--- src/logic/pool_pkg.sv ---
// Shared widths, data types and configuration record of the pooling engine.
// Import with a wildcard in the header of any module or interface that
// needs one of these definitions.

`default_nettype none

package pool_pkg;

    // ==============================
    // Widths
    // ==============================
    localparam int ACT_WIDTH   = 8;
    localparam int NUM_LANES   = 4;
    localparam int IDX_WIDTH   = 16;
    localparam int MAP_ENTRIES = 8;
    // Must hold MAP_ENTRIES itself, not only MAP_ENTRIES-1
    localparam int CNT_WIDTH   = $clog2(MAP_ENTRIES + 1);

    // ==============================
    // Data types
    // ==============================
    typedef logic [ACT_WIDTH-1:0] act_t;
    typedef logic [IDX_WIDTH-1:0] idx_t;
    typedef act_t [NUM_LANES-1:0] row_t;
    // Entry 0 in the low bits
    typedef idx_t [MAP_ENTRIES-1:0] map_word_t;
    typedef logic [CNT_WIDTH-1:0] cnt_t;

    typedef struct packed {
        idx_t nip;
        cnt_t k;
        idx_t chn_grp;
        idx_t map_base;
        idx_t ofm_rd_base;
        idx_t ofm_wr_base;
    } pool_cfg_t;

    typedef enum logic {
        IDLE,
        RUN
    } pool_state_e;

endpackage

`default_nettype wire
--- src/logic/pool_if.sv ---
// Interfaces used between the blocks of the pooling core.
// pool_cfg_if carries the active configuration and run control,
// nbr_if carries the neighbor-index stream to the feature-read port.

`timescale 1ns/100ps
`default_nettype none

interface pool_cfg_if import pool_pkg::*; ();

    pool_cfg_t cfg;
    logic      busy;
    // One-cycle pulse at the start of a run
    logic      start;
    // One-cycle pulse with the last write handshake
    logic      done;

    modport regs (
        output cfg,
        output busy,
        output start,
        input  done
    );

    modport user (
        input  cfg,
        input  busy,
        input  start,
        output done
    );

endinterface

interface nbr_if import pool_pkg::*; ();

    logic vld;
    logic rdy;
    idx_t idx;
    idx_t grp;

    modport src (output vld, output idx, output grp, input rdy);
    modport dst (input vld, input idx, input grp, output rdy);

endinterface

`default_nettype wire

--- src/logic/pool_top.sv ---
// Top level of the point-cloud max-pooling engine.
// Configuration and global-buffer ports are plain valid/ready ports;
// internally the core splits into config, map fetch, gather and pooling.

`timescale 1ns/100ps
`default_nettype none

module pool_top import pool_pkg::*; (
    input  logic       clk,
    input  logic       rst_n,
    // Configuration
    input  logic       cfg_vld,
    output logic       cfg_rdy,
    input  idx_t       cfg_nip,
    input  cnt_t       cfg_k,
    input  idx_t       cfg_chn_grp,
    input  idx_t       cfg_map_base,
    input  idx_t       cfg_ofm_rd_base,
    input  idx_t       cfg_ofm_wr_base,
    // Map read
    output idx_t       map_rd_addr,
    output logic       map_rd_addr_vld,
    input  logic       map_rd_addr_rdy,
    input  map_word_t  map_rd_dat,
    input  logic       map_rd_dat_vld,
    output logic       map_rd_dat_rdy,
    // Feature read
    output idx_t       ofm_rd_addr,
    output logic       ofm_rd_addr_vld,
    input  logic       ofm_rd_addr_rdy,
    input  row_t       ofm_rd_dat,
    input  logic       ofm_rd_dat_vld,
    output logic       ofm_rd_dat_rdy,
    // Pooled write
    output idx_t       ofm_wr_addr,
    output row_t       ofm_wr_dat,
    output logic       ofm_wr_vld,
    input  logic       ofm_wr_rdy
);

    pool_cfg_t cfg_in;

    pool_cfg_if cfg_bus ();
    nbr_if      nbr ();

    assign cfg_in = '{
        nip:         cfg_nip,
        k:           cfg_k,
        chn_grp:     cfg_chn_grp,
        map_base:    cfg_map_base,
        ofm_rd_base: cfg_ofm_rd_base,
        ofm_wr_base: cfg_ofm_wr_base
    };

    pool_cfg_regs u_cfg_regs (
        .clk     (clk),
        .rst_n   (rst_n),
        .cfg_vld (cfg_vld),
        .cfg_rdy (cfg_rdy),
        .cfg_in  (cfg_in),
        .cfg_bus (cfg_bus.regs)
    );

    map_fetch u_map_fetch (
        .clk             (clk),
        .rst_n           (rst_n),
        .cfg_bus         (cfg_bus.user),
        .map_rd_addr     (map_rd_addr),
        .map_rd_addr_vld (map_rd_addr_vld),
        .map_rd_addr_rdy (map_rd_addr_rdy),
        .map_rd_dat      (map_rd_dat),
        .map_rd_dat_vld  (map_rd_dat_vld),
        .map_rd_dat_rdy  (map_rd_dat_rdy),
        .nbr             (nbr.src)
    );

    ofm_gather u_ofm_gather (
        .cfg_bus         (cfg_bus.user),
        .nbr             (nbr.dst),
        .ofm_rd_addr     (ofm_rd_addr),
        .ofm_rd_addr_vld (ofm_rd_addr_vld),
        .ofm_rd_addr_rdy (ofm_rd_addr_rdy)
    );

    max_pool_unit #(
        .NUM_LANES (NUM_LANES)
    ) u_max_pool (
        .clk            (clk),
        .rst_n          (rst_n),
        .cfg_bus        (cfg_bus.user),
        .ofm_rd_dat     (ofm_rd_dat),
        .ofm_rd_dat_vld (ofm_rd_dat_vld),
        .ofm_rd_dat_rdy (ofm_rd_dat_rdy),
        .ofm_wr_addr    (ofm_wr_addr),
        .ofm_wr_dat     (ofm_wr_dat),
        .ofm_wr_vld     (ofm_wr_vld),
        .ofm_wr_rdy     (ofm_wr_rdy)
    );

endmodule

`default_nettype wire

--- src/logic/max_pool_unit.sv ---
// Lane-wise max pooling over k feature rows and result write-back.
// Rows arrive in (point, group, neighbor) order; each block of k rows
// gives one output row written at base + point * chn_grp + group.
// done pulses with the handshake of the final write of a run.

`timescale 1ns/100ps
`default_nettype none

module max_pool_unit import pool_pkg::*; #(
    parameter int NUM_LANES = 4
) (
    input  logic       clk,
    input  logic       rst_n,
    pool_cfg_if.user   cfg_bus,
    input  row_t       ofm_rd_dat,
    input  logic       ofm_rd_dat_vld,
    output logic       ofm_rd_dat_rdy,
    output idx_t       ofm_wr_addr,
    output row_t       ofm_wr_dat,
    output logic       ofm_wr_vld,
    input  logic       ofm_wr_rdy
);

    row_t acc;
    row_t acc_next;
    cnt_t row_cnt;
    idx_t grp_cnt;
    idx_t pt_cnt;
    logic res_vld;
    logic rd_hs;
    logic wr_hs;
    logic last_row;
    logic last_grp;
    logic last_pt;

    assign rd_hs    = ofm_rd_dat_vld && ofm_rd_dat_rdy;
    assign wr_hs    = res_vld && ofm_wr_rdy;
    assign last_row = (row_cnt == cfg_bus.cfg.k - cnt_t'(1));
    assign last_grp = (grp_cnt == cfg_bus.cfg.chn_grp - idx_t'(1));
    assign last_pt  = (pt_cnt == cfg_bus.cfg.nip - idx_t'(1));

    // No new rows while a result waits for the write port
    assign ofm_rd_dat_rdy = cfg_bus.busy && !res_vld;

    assign ofm_wr_vld   = res_vld;
    assign ofm_wr_dat   = acc;
    assign ofm_wr_addr  = cfg_bus.cfg.ofm_wr_base + pt_cnt * cfg_bus.cfg.chn_grp + grp_cnt;
    assign cfg_bus.done = wr_hs && last_grp && last_pt;

    // ==============================
    // Lane compare
    // ==============================
    always_comb begin
        for (int i = 0; i < NUM_LANES; i++) begin
            acc_next[i] = (ofm_rd_dat[i] > acc[i]) ? ofm_rd_dat[i] : acc[i];
        end
    end

    // First row of a block loads, the rest compare
    always_ff @(posedge clk) begin
        if (rd_hs) acc <= (row_cnt == '0) ? ofm_rd_dat : acc_next;
    end

    always_ff @(posedge clk or negedge rst_n) begin
        if (!rst_n) begin
            row_cnt <= '0;
            grp_cnt <= '0;
            pt_cnt  <= '0;
            res_vld <= 1'b0;
        end else if (cfg_bus.start) begin
            row_cnt <= '0;
            grp_cnt <= '0;
            pt_cnt  <= '0;
            res_vld <= 1'b0;
        end else begin
            if (rd_hs) begin
                row_cnt <= last_row ? '0 : row_cnt + cnt_t'(1);
                if (last_row) res_vld <= 1'b1;
            end
            if (wr_hs) begin
                res_vld <= 1'b0;
                grp_cnt <= last_grp ? '0 : grp_cnt + idx_t'(1);
                if (last_grp) pt_cnt <= pt_cnt + idx_t'(1);
            end
        end
    end

endmodule

`default_nettype wire

--- src/logic/ofm_gather.sv ---
// Feature-row address generation for the buffer read port.
// Feature rows are stored point-major, one row per channel group,
// so a neighbor's row sits at base + idx * chn_grp + grp.
// Purely combinational; handshake passes straight through.

`timescale 1ns/100ps
`default_nettype none

module ofm_gather import pool_pkg::*; (
    pool_cfg_if.user   cfg_bus,
    nbr_if.dst         nbr,
    output idx_t       ofm_rd_addr,
    output logic       ofm_rd_addr_vld,
    input  logic       ofm_rd_addr_rdy
);

    idx_t row_ofs;

    // Offset of the neighbor's first group
    assign row_ofs = nbr.idx * cfg_bus.cfg.chn_grp;

    assign ofm_rd_addr     = cfg_bus.cfg.ofm_rd_base + row_ofs + nbr.grp;
    assign ofm_rd_addr_vld = nbr.vld;

    // Stream stalls whenever the buffer refuses the address
    assign nbr.rdy = ofm_rd_addr_rdy;

endmodule

`default_nettype wire

--- src/logic/map_fetch.sv ---
// Map reader and neighbor walker.
// Per center point one map word is read; its first k indices are then
// presented once per channel group on the neighbor stream.

`timescale 1ns/100ps
`default_nettype none

module map_fetch import pool_pkg::*; (
    input  logic       clk,
    input  logic       rst_n,
    pool_cfg_if.user   cfg_bus,
    output idx_t       map_rd_addr,
    output logic       map_rd_addr_vld,
    input  logic       map_rd_addr_rdy,
    input  map_word_t  map_rd_dat,
    input  logic       map_rd_dat_vld,
    output logic       map_rd_dat_rdy,
    nbr_if.src         nbr
);

    typedef enum logic [1:0] {
        FETCH_IDLE,
        FETCH_ADDR,
        FETCH_DATA,
        FETCH_NBR
    } fetch_state_e;

    fetch_state_e state;
    map_word_t    map_q;
    idx_t         pt_cnt;
    idx_t         grp_cnt;
    cnt_t         nbr_cnt;
    logic         last_nbr;
    logic         last_grp;
    logic         last_pt;

    assign last_nbr = (nbr_cnt == cfg_bus.cfg.k - cnt_t'(1));
    assign last_grp = (grp_cnt == cfg_bus.cfg.chn_grp - idx_t'(1));
    assign last_pt  = (pt_cnt == cfg_bus.cfg.nip - idx_t'(1));

    assign map_rd_addr     = cfg_bus.cfg.map_base + pt_cnt;
    assign map_rd_addr_vld = (state == FETCH_ADDR);
    assign map_rd_dat_rdy  = (state == FETCH_DATA);

    assign nbr.vld = (state == FETCH_NBR);
    assign nbr.idx = map_q[nbr_cnt];
    assign nbr.grp = grp_cnt;

    // ==============================
    // Point / group / neighbor walk
    // ==============================
    always_ff @(posedge clk or negedge rst_n) begin
        if (!rst_n) begin
            state   <= FETCH_IDLE;
            pt_cnt  <= '0;
            grp_cnt <= '0;
            nbr_cnt <= '0;
        end else if (cfg_bus.start) begin
            state   <= FETCH_ADDR;
            pt_cnt  <= '0;
        end else begin
            case (state)
                FETCH_ADDR: if (map_rd_addr_rdy) state <= FETCH_DATA;
                FETCH_DATA: begin
                    if (map_rd_dat_vld) begin
                        state   <= FETCH_NBR;
                        grp_cnt <= '0;
                        nbr_cnt <= '0;
                    end
                end
                FETCH_NBR: begin
                    if (nbr.rdy) begin
                        nbr_cnt <= last_nbr ? '0 : nbr_cnt + cnt_t'(1);
                        if (last_nbr) begin
                            grp_cnt <= last_grp ? '0 : grp_cnt + idx_t'(1);
                        end
                        // Next point once every group has been walked
                        if (last_nbr && last_grp) begin
                            state  <= last_pt ? FETCH_IDLE : FETCH_ADDR;
                            pt_cnt <= pt_cnt + idx_t'(1);
                        end
                    end
                end
                default: state <= FETCH_IDLE;
            endcase
        end
    end

    always_ff @(posedge clk) begin
        if (map_rd_dat_vld && map_rd_dat_rdy) map_q <= map_rd_dat;
    end

endmodule

`default_nettype wire

--- src/logic/pool_cfg_regs.sv ---
// Configuration register and run state of the pooling core.
// A configuration is taken only while idle; busy holds until the
// pooling unit reports the last write.

`timescale 1ns/100ps
`default_nettype none

module pool_cfg_regs import pool_pkg::*; (
    input  logic       clk,
    input  logic       rst_n,
    input  logic       cfg_vld,
    output logic       cfg_rdy,
    input  pool_cfg_t  cfg_in,
    pool_cfg_if.regs   cfg_bus
);

    pool_state_e state;

    assign cfg_rdy      = (state == IDLE);
    assign cfg_bus.busy = (state == RUN);

    // ==============================
    // Run state
    // ==============================
    always_ff @(posedge clk or negedge rst_n) begin
        if (!rst_n) begin
            state         <= IDLE;
            cfg_bus.start <= 1'b0;
        end else begin
            cfg_bus.start <= 1'b0;
            case (state)
                IDLE: begin
                    if (cfg_vld) begin
                        state         <= RUN;
                        cfg_bus.start <= 1'b1;
                    end
                end
                RUN: begin
                    if (cfg_bus.done) state <= IDLE;
                end
                default: state <= IDLE;
            endcase
        end
    end

    // Captured once per run
    always_ff @(posedge clk) begin
        if (cfg_vld && cfg_rdy) cfg_bus.cfg <= cfg_in;
    end

endmodule

`default_nettype wire

--- config.mk ---
export PLATFORM = sky130hd
export DESIGN_NAME = pool_top
export DESIGN_NICKNAME = d
export VERILOG_FILES = /design/src/logic/pool_pkg.sv /design/src/logic/pool_if.sv /design/src/logic/pool_top.sv /design/src/logic/max_pool_unit.sv /design/src/logic/ofm_gather.sv /design/src/logic/map_fetch.sv /design/src/logic/pool_cfg_regs.sv
export SDC_FILE = /design/constraint.sdc
export NUM_CORES = 1
export LEC_CHECK = 0
export BUFFER_PORTS_ARGS = -buffer_cell sky130_fd_sc_hd__clkbuf_2
export CAP_MARGIN = 20
export CELL_PAD_IN_SITES_DETAIL_PLACEMENT = 0
export CELL_PAD_IN_SITES_GLOBAL_PLACEMENT = 1
export CORE_ASPECT_RATIO = 1.4
export CORE_MARGIN = 10
export CORE_UTILIZATION = 25
export DETAILED_ROUTE_END_ITERATION = 12
export HOLD_SLACK_MARGIN = 0.15
export PLACE_DENSITY_LB_ADDON = 0.12
export SYNTH_ARGS = -nofsm -noshare
export SYNTH_HDL_FRONTEND = slang
export SYNTH_SLANG_ARGS = --single-unit
export TNS_END_PERCENT = 1
--- constraint.sdc ---
create_clock -name clk -period 16.8 [get_ports clk]
set_input_delay 3.36 -clock clk [delete_from_list [all_inputs] [get_ports clk]]
set_output_delay 3.36 -clock clk [all_outputs]
set_load 0.02 [all_outputs]
# [Word level (Yosys, flattened, before mapping)]
# Index checks and enable logic that the tools add are counted.
[op_classes] add_sub_neg=14 multipliers=2 n_div=0 n_lt_le_gt_ge=5 eq_ne=16 shifts=0 n_mux=44 bitwise_logic=2 reduce_logical=33
[ops] cell="16-bit two-way mux" count=15
[ops] cell="16-bit adder" count=5
[ops] cell="16-bit by 1-bit adder with 16-bit output (second input constant)" count=4
[ops] cell="16-bit equality test" count=4
[ops] cell="16-bit binary-select mux with 3-bit select" count=1
[ops] cell="8-bit > comparator" count=4
[ops] cell="16-bit by 16-bit multiplier with 16-bit output" count=2
[ops] cell="32-bit two-way mux" count=1
[ops] cell="8-bit two-way mux" count=4
[ops] cell="16-bit one-hot mux with 2 select lines" count=1
[ops] cell="16-bit by 1-bit subtractor with 16-bit output (second input constant)" count=2
[ops] cell="4-bit two-way mux" count=6
[ops] cell="2-bit nonzero test" count=11
[ops] cell="2-bit AND reduction" count=6
[ops] cell="2-bit two-way mux" count=5
[ops] cell="3-bit by 1-bit != test with 1-bit output (second input constant)" count=3
[ops] cell="4-bit by 1-bit adder with 4-bit output (second input constant)" count=2
[ops] cell="4-bit equality test" count=2
[ops] cell="1-bit logical AND" count=8
[ops] cell="1-bit two-way mux" count=8
[ops] cell="4-bit one-hot mux with 2 select lines" count=1
[ops] cell="4-bit AND reduction" count=2
[ops] cell="2-bit one-hot mux with 3 select lines" count=1
[ops] cell="3-bit nonzero test" count=2
[ops] cell="other kinds (13)" count=16
[totals] register_bits=321 latchBits=0 ramBits=0 romBits=0 inputBits=252 out_inout_bits=86 word_cells=144 n_memories=0

# [Depth between registers and ports, before layout]
# Gate-level depths: netlist (run 1).
[depth] depth_word=7 mapped_depth=27 depth_no_buf=23

# [Least setup slack after synthesis (run 1)]
# OpenSTA, ideal clock, no wires.
[synth_timing] path_kind="register -> output" from="reg u_map_fetch.nbr_cnt[1]" to="out ofm_rd_addr[14]" arrival_time_ps=6350 required_ps=13440 setup_slack_ps=7090 stages_incl_launch_ff=23 n_path_buf=5 cell_sequence="dfrtp_1 > buf_2 > buf_2 > buf_2 > buf_2 > mux4_2 > mux2_2 > clkbuf_1 > and2_1 > fa_1 > fa_1 > ha_1 > fa_1 > inv_1 > fa_1 > fa_1 > inv_1 > ha_1 > nor2b_1 > o21a_1 > o31a_1 > o41ai_1 > xnor2_1"
[synth_between] elab_chain_cells=5
[synth_lines] item="start, declared" line_no="map_fetch.sv:32" rtl="cnt_t nbr_cnt;"
[synth_lines] item="start signal, assigned" line_no="map_fetch.sv:73" rtl="nbr_cnt <= last_nbr ? '0 : nbr_cnt + cnt_t'(1);"
[synth_lines] item="16-bit binary-select mux with 3-bit select" line_no="map_fetch.sv:46" rtl="assign nbr.idx = map_q[nbr_cnt];"
[synth_lines] item="16-bit two-way mux (implied by the code)" line_no="map_fetch.sv:46"
[synth_lines] item="16-bit by 16-bit multiplier with 16-bit output" line_no="ofm_gather.sv:20" rtl="assign row_ofs = nbr.idx * cfg_bus.cfg.chn_grp;"
[synth_lines] item="16-bit adder (2 in series)" line_no="ofm_gather.sv:22" rtl="assign ofm_rd_addr = cfg_bus.cfg.ofm_rd_base + row_ofs + nbr.grp;"
[synth_lines] item="end, declared" line_no="pool_top.sv:28" rtl="output idx_t ofm_rd_addr,"
# Every way passes these cells. The select of a mux whose other input is x is not followed.

# [Worst setup path after layout (run 1)]
# Ends and elaborated chain as after synthesis.

==> flow_metrics.py, run 1 <==
metrics = {
    "run_status": {
        "outcome": "finished clean",
    },
    "route": {
        "first_pass_iters": 4,
        "wl_um": 78500,
        "detail-route-antenna-nets": 0,
        "drt_iter0_markers": 681,
        "met3RoutedLength_um": 3500,
        "wl_per_cell_um": 19.8,
        "vias": 16955,
        "routed.top_layer": "met5",
        "viasPerCell": 4.28,
        "wl_met2_um": 40200,
        "drcViolationCount": 0,
        "drt-met1-wl_um": 32800,
    },
    "cts": {
        "ctsHoldBuffers": 0,
        "cts_setup_buffers": 0,
        "h-tree-depth": 2,
        "cts_resized": 0,
        "root_buffer": "clkbuf_16",
        "cts_made_buffers": 41,
        "clk_pin_slew_ns": 0.06,
        "cts_tree": "done",
        "cts_max_path_buffers": 3,
        "cts_sinks": 321,
        "clk_latency_ns": 0.62,
    },
    "floorplanning": {
        "die_w_um": 287,
        "die_h_um": 394,
        "io_pins": 338,
        "coreArea_um2": 99400,
        "fp-row-count": 137,
        "start_util_pct": 25.1,
        "die_area_um2": 113000,
    },
    "synthesis": {
        "synth_top_area_share_pct": 29.4,
        "postSynthAreaPerCell_um2": 10.9,
        "ys_seq_elements": 321,
        "postSynthCellCount": 2295,
        "netlist_area_um2": 24900,
        "synth_fp_nets": 2926,
        "ys_warn_count": 0,
        "synth_cell_type_count": 63,
        "synth-edff-count": 244,
        "async_flop_share_pct": 24.0,
        "synth_ff_type": "edfxtp_1",
        "yosysTopAreaCell": "edfxtp_1",
        "yosysSeqAreaShare_pct": 37.1,
        "synth.area.top_cells": "edfxtp_1 29%, fa_1 17%, ha_1 8.1%, dfrtp_1 7.7%, inv_1 5.9%",
    },
    "job": {
        "cap_violations": 0,
    },
    "cells_and_area": {
        "layout_commonest_cell": "inv_1",
        "antenna_cells": 0,
        "layout_common_cells": "391 x inv_1, 336 x clkbuf_2, 244 x edfxtp_1, 217 x fa_1",
        "instances_no_fill": 3966,
        "nNetsFinal": 3245,
        "drive_above_1_share_pct": 19.1,
        "syn2layout_area_growth_pct": 18.7,
    },
    "global_route": {
        "grtUsageTotal_pct": 13.8,
        "grt_max_degree": 67,
        "grt-ovfl-total": 0,
        "grt_pass1_vias": 19236,
        "grt_pass1_wl_um": 119000,
        "antenna_found_initial": 7,
    },
    "sta": {
        "relSlewSlack_pct": 25.1,
        "final_max_slew_viol_count": 0,
        "hold_violations": 0,
        "tns_ns": 0,
        "period_share_pct": 65.6,
        "rsz0062_at_grt": "false",
        "fin_crit_ns": 11.03,
        "max_freq_ghz": 0.0907,
        "finalSetupViolations": 0,
        "worstMarginPinSlew_ns": 1.12,
        "skew_ns": 0.0428,
    },
    "critical_path": {
        "cp.required_ns": 13.44,
        "endpoint_kind": "output port",
        "reg2reg_from": "u_cfg_regs.cfg_bus.cfg[49]$_DFFE_PP_",
        "worstSetupPathType": "reg2out",
        "path_max_fanout": 44,
        "worstReg2RegEnd": "u_max_pool.grp_cnt[14]$_DFFE_PN0N_",
        "cp_data_arrival_time_ns": 7.67,
        "startpoint": "u_map_fetch.nbr_cnt[1]$_DFFE_PN0P_",
        "worstRegToRegCells": 12,
        "timing.reg2reg.setup_slack_ns": 11.92,
        "start_kind": "register",
    },
    "hold_path": {
        "hold_path.class": "reg2reg",
        "worstHoldStart": "u_map_fetch.nbr_cnt[3]$_DFFE_PN0P_",
        "hold_depth": 2,
        "min_to": "u_map_fetch.nbr_cnt[3]$_DFFE_PN0P_",
    },
    "placed_design": {
        "port_buffers": 337,
        "dp_hpwl_um": 61800,
        "dp.cells": 3891,
        "place.gp.congestion": 0.759,
    },
}
[cells in the mapped netlist, drive strengths merged (3+ instances only)]
library cell  instances
buf                  18
inv                 391
ha                  162
nor4                 16
xor2                 56
edfxtp              244
fa                  217
a31oi                 3
xnor2               162
nand3                48
and3                 19
nand2b               23
or3                   9
mux4                 26
or2                   7
nor2                140
nor3b                 5
mux2                 15
mux2i                17
a21o                 11
nand4                22
or4                   8
dfrtp                77
and2                138
o31a                  3
nand2               162
nor3                 29
a21boi                7
o21a                  7
nor2b                35
nor4b                 3
a31o                  9
a211oi                5
o31ai                 4
clkbuf               73
o41ai                 5
a21oi                47
xnor3                 9
o21ai                42
[per-layer routing]
metal / track usage, % / vias to the layer above
met3: 2.78 / 100
met1: 16.3 / 8432
met5: 0 / -
li1: - / 8072
met4: 3.77 / 14
met2: 24.9 / 337
[area by class of cell]
cell class                      instances  area, um^2
Fill cell                           10442       69800
Multi-Input combinational cell       1492       13900
Sequential cell                       321        9260
Timing Repair Buffer                  367        1910
Tap cell                             1320        1650
Inverter                              391        1470
Clock buffer                           47        1090
Clock inverter                         28         368
[registers in the layout, summed over array words and instances (netlist names)]
name                      cells
u_cfg_regs.cfg_bus.start      1
u_map_fetch.state             2
u_cfg_regs.cfg_bus.busy       1
u_max_pool.grp_cnt           16
u_map_fetch.nbr.grp          16
u_max_pool.ofm_wr_dat        32
u_max_pool.row_cnt            4
u_max_pool.pt_cnt            16
u_map_fetch.pt_cnt           16
u_map_fetch.map_q           128
u_map_fetch.nbr_cnt           4
u_cfg_regs.cfg_bus.cfg       84
u_max_pool.ofm_wr_vld         1
[worst max-delay path, cell delays in order (launching register included)]
cell      delay, ns
dfrtp_2        0.33
buf_4          0.56
mux4_2         0.60
mux2i_2        0.78
nor2b_1        0.15
fa_1           0.54
inv_1          0.05
fa_1           0.46
fa_1           0.51
fa_1           0.56
inv_1          0.05
fa_1           0.47
inv_1          0.05
fa_1           0.48
inv_1          0.04
ha_1           0.33
o21a_1         0.13
o31a_1         0.11
o41ai_1        0.32
xnor2_1        0.23
clkbuf_2       0.23
[metrics by stage]
step	utilization (%)	cell area (um^2)	hold WS [ns]	worst slack, ns
floorplan	-	24900	0.519	7.09
global placement	28.3	28100	0.563	6.11
detailed placement	28.3	28200	0.571	6.28
CTS	29.8	29600	0.592	5.58
global route	29.8	29600	0.631	5.33
finish	29.8	29600	0.582	5.77
[worst max path at each step]
stage               slack (ns)  depth (start not counted)              end
global route              5.33                         20  ofm_rd_addr[14]
finish                    5.77                         20  ofm_rd_addr[14]
floorplan                 7.09                         22  ofm_rd_addr[14]
CTS                       5.58                         20  ofm_rd_addr[14]
global placement          6.11                         20  ofm_rd_addr[14]
detailed placement        6.28                         20  ofm_rd_addr[14]
[cells by family (layout without fill, tap and decap cells)]
group	Yosys count	in the layout	synth area share, %
buffers and inverters	482	833	7.37
AOI/OAI and AO/OA	159	159	4.03
xor gates and xnor gates	227	227	8.50
adders and majority gates	379	379	25.5
DFF	321	321	37.1
and+or+nand+nor	669	669	13.8
muxes	58	58	3.71
Power of run 1 is left out: the tool's default activity adds up to more than one toggle a clock period on the data nets, which glitch-free logic cannot reach.
==> inputs of run 2 (changes only) <==
--- a/config.mk
+++ b/config.mk
@@ -5,6 +5,7 @@
 export SDC_FILE = /design/constraint.sdc
 export NUM_CORES = 1
 export LEC_CHECK = 0
+export ABC_AREA = 1
 export BUFFER_PORTS_ARGS = -buffer_cell sky130_fd_sc_hd__clkbuf_2
 export CAP_MARGIN = 20
 export CELL_PAD_IN_SITES_DETAIL_PLACEMENT = 0
==> constraint.sdc (replaced) <==
create_clock -name clk -period 9.81 [get_ports clk]
set_input_delay 1.962 -clock clk [delete_from_list [all_inputs] [get_ports clk]]
set_output_delay 1.962 -clock clk [all_outputs]
set_load 0.02 [all_outputs]
==> flow_metrics.py, run 2 <==
metrics = {
    "run_status": {
        "outcome": "finished clean",
    },
    "synthesis": {
        "synth_fp_nets": 3740,
        "postSynthAreaPerCell_um2": 8.62,
        "ys_warn_count": 0,
        "netlist_area_um2": 26800,
        "synth_cell_type_count": 50,
        "synth_commonest_cells": "674 x inv_1, 655 x nand2_1, 244 x edfxtp_1",
        "yosysSeqAreaShare_pct": 34.5,
        "synth.area.top_cells": "edfxtp_1 27%, fa_1 16%, inv_1 9.4%, nand2_1 9.2%, ha_1 7.6%",
        "ys_seq_elements": 321,
        "synth_top_area_share_pct": 27.3,
        "postSynthCellCount": 3109,
        "synth-edff-count": 244,
        "yosysTopAreaCell": "edfxtp_1",
        "synth.most_common_cell": "inv_1",
        "async_flop_share_pct": 24.0,
        "synth_ff_type": "edfxtp_1",
    },
    "hold_path": {
        "hold_path.class": "reg2reg",
        "worstHoldStart": "u_cfg_regs.cfg_bus.busy$_DFF_PN0_",
        "hold_depth": 2,
        "min_to": "u_cfg_regs.cfg_bus.busy$_DFF_PN0_",
    },
    "critical_path": {
        "timing.reg2reg.setup_slack_ns": 5.52,
        "path_max_fanout": 31,
        "endpoint_kind": "output port",
        "worstReg2RegEnd": "u_max_pool.pt_cnt[8]$_DFFE_PN0P_",
        "worstSetupPathType": "reg2out",
        "cp_num_buf_inv": 9,
        "cp.required_ns": 7.85,
        "crit_family": "adder cells",
        "cp_data_arrival_time_ns": 7.16,
        "worstRegToRegCells": 15,
        "reg2reg_from": "u_cfg_regs.cfg_bus.cfg[48]$_DFFE_PP_",
        "start_kind": "register",
        "cpPeakStageDelay_ns": 0.54,
        "crit_slowest_cell": "fa_1",
    },
    "sta": {
        "max_freq_ghz": 0.110,
        "finalSetupViolations": 0,
        "rsz0062_at_grt": "false",
        "final_max_slew_viol_count": 0,
        "period_share_pct": 93.0,
        "relSlewSlack_pct": 38.7,
        "worstMarginPinSlew_ns": 0.920,
        "skew_ns": 0.0562,
        "fin_crit_ns": 9.13,
        "tns_ns": 0,
        "hold_violations": 0,
    },
    "global_route": {
        "grt_pass1_vias": 22935,
        "grt_max_degree": 69,
        "grt-ovfl-total": 0,
        "antenna_found_initial": 16,
        "grt_pass1_wl_um": 145000,
        "grtUsageTotal_pct": 15.7,
    },
    "route": {
        "vias": 20852,
        "wl_um": 95400,
        "detail-route-antenna-nets": 0,
        "drcViolationCount": 0,
        "viasPerCell": 4.25,
        "first_pass_iters": 5,
        "wl_per_cell_um": 19.5,
        "drt_iter0_markers": 979,
    },
    "cts": {
        "h-tree-depth": 2,
        "cts_sinks": 321,
        "cts_tree": "done",
        "cts_max_path_buffers": 3,
        "ctsHoldBuffers": 0,
        "clk_pin_slew_ns": 0.06,
        "root_buffer": "clkbuf_16",
        "clk_latency_ns": 0.62,
        "cts_made_buffers": 42,
        "cts_setup_buffers": 0,
    },
    "cells_and_area": {
        "drive_above_1_share_pct": 15.0,
        "syn2layout_area_growth_pct": 17.9,
        "layout_commonest_cell": "inv_1",
        "largest_register_ffs": 128,
        "nFillCells": 11605,
        "largest_register": "u_map_fetch.map_q",
        "layout_common_cells": "672 x inv_1, 653 x nand2_1, 336 x clkbuf_2, 244 x edfxtp_1, 240 x nor2_1",
        "seqCellArea_um2": 9260,
        "multi_input_area_um2": 14500,
        "nNetsFinal": 4057,
    },
    "placed_design": {
        "place.gp.congestion": 0.788,
        "port_buffers": 337,
        "dp_hpwl_um": 76700,
    },
    "floorplanning": {
        "start_util_pct": 25.1,
        "die_area_um2": 121000,
        "coreArea_um2": 107000,
        "die_w_um": 297,
        "fp-row-count": 142,
        "die_h_um": 407,
        "io_pins": 338,
    },
    "job": {
        "cap_violations": 0,
    },
}
[run 2: worst max-delay path by stage]
stage	startpoint	end	cells past startpoint
2_1_floorplan	u_map_fetch.nbr_cnt[0]$_DFFE_PN0P_	ofm_rd_addr[15]	31
3_3_place_gp	u_map_fetch.nbr_cnt[0]$_DFFE_PN0P_	ofm_rd_addr[15]	31
3_5_place_dp	u_map_fetch.nbr_cnt[0]$_DFFE_PN0P_	ofm_rd_addr[15]	32
4_1_cts	u_map_fetch.nbr_cnt[0]$_DFFE_PN0P_	ofm_rd_addr[15]	32
5_1_grt	u_map_fetch.nbr_cnt[0]$_DFFE_PN0P_	ofm_rd_addr[15]	31
6_report	u_map_fetch.nbr_cnt[0]$_DFFE_PN0P_	ofm_rd_addr[15]	31
[run 2: final cells by class]
| class | count | share of cell area (%) |
|---|---|---|
| repair buffers | 368 | 6.15 |
| flip-flops and latches | 321 | 29.3 |
| well taps | 1440 | 5.70 |
| diodes | 3 | 0.0238 |
| inverters | 686 | 8.17 |
| clock buffers | 51 | 3.53 |
| multi-input cells | 2007 | 46.0 |
| clock inverters | 25 | 1.14 |
[run 2: kinds of logic after synthesis]
kind of cell,share of synthesized area (%)
xor+xnor,5.71
flops,34.5
simple gates,20.4
buf+inv,11.3
compound gates,4.28
fa+ha+maj,23.8
[run 2: worst min-delay path, cell delays in order, from the launching register on]
cell     delay (ns)
dfrtp_1        0.34
o21ai_0        0.09
nand2_1        0.06
[run 2: routing by layer]
layer	GRT usage [%]	wire (um)
met5	0	155
met4	4.72	2770
met3	4.13	5750
met2	28.6	49100
met1	17.6	37600
[run 2: timing repair]
action | CTS | global route
endpoints found under the setup margin | 0 | 1
gates resized for setup | 0 | 2
hold endpoints to repair | 0 | 0
[run 2: per-stage QoR]
stage          instance area [um^2]  util [%]  instances  hold WS [ns]  setup WS, ns
3_3_place_gp                  30100      28.2       4821         0.501          1.16
6_report                      31600      29.6       4901         0.514         0.683
2_1_floorplan                 26800         -       3109         0.463          2.19
5_1_grt                       31600      29.6       4900         0.561        0.0179
3_5_place_dp                  30100      28.2       4822         0.498          1.10
4_1_cts                       31600      29.6       4898         0.516         0.393
Power of run 2 is left out for the same reason.
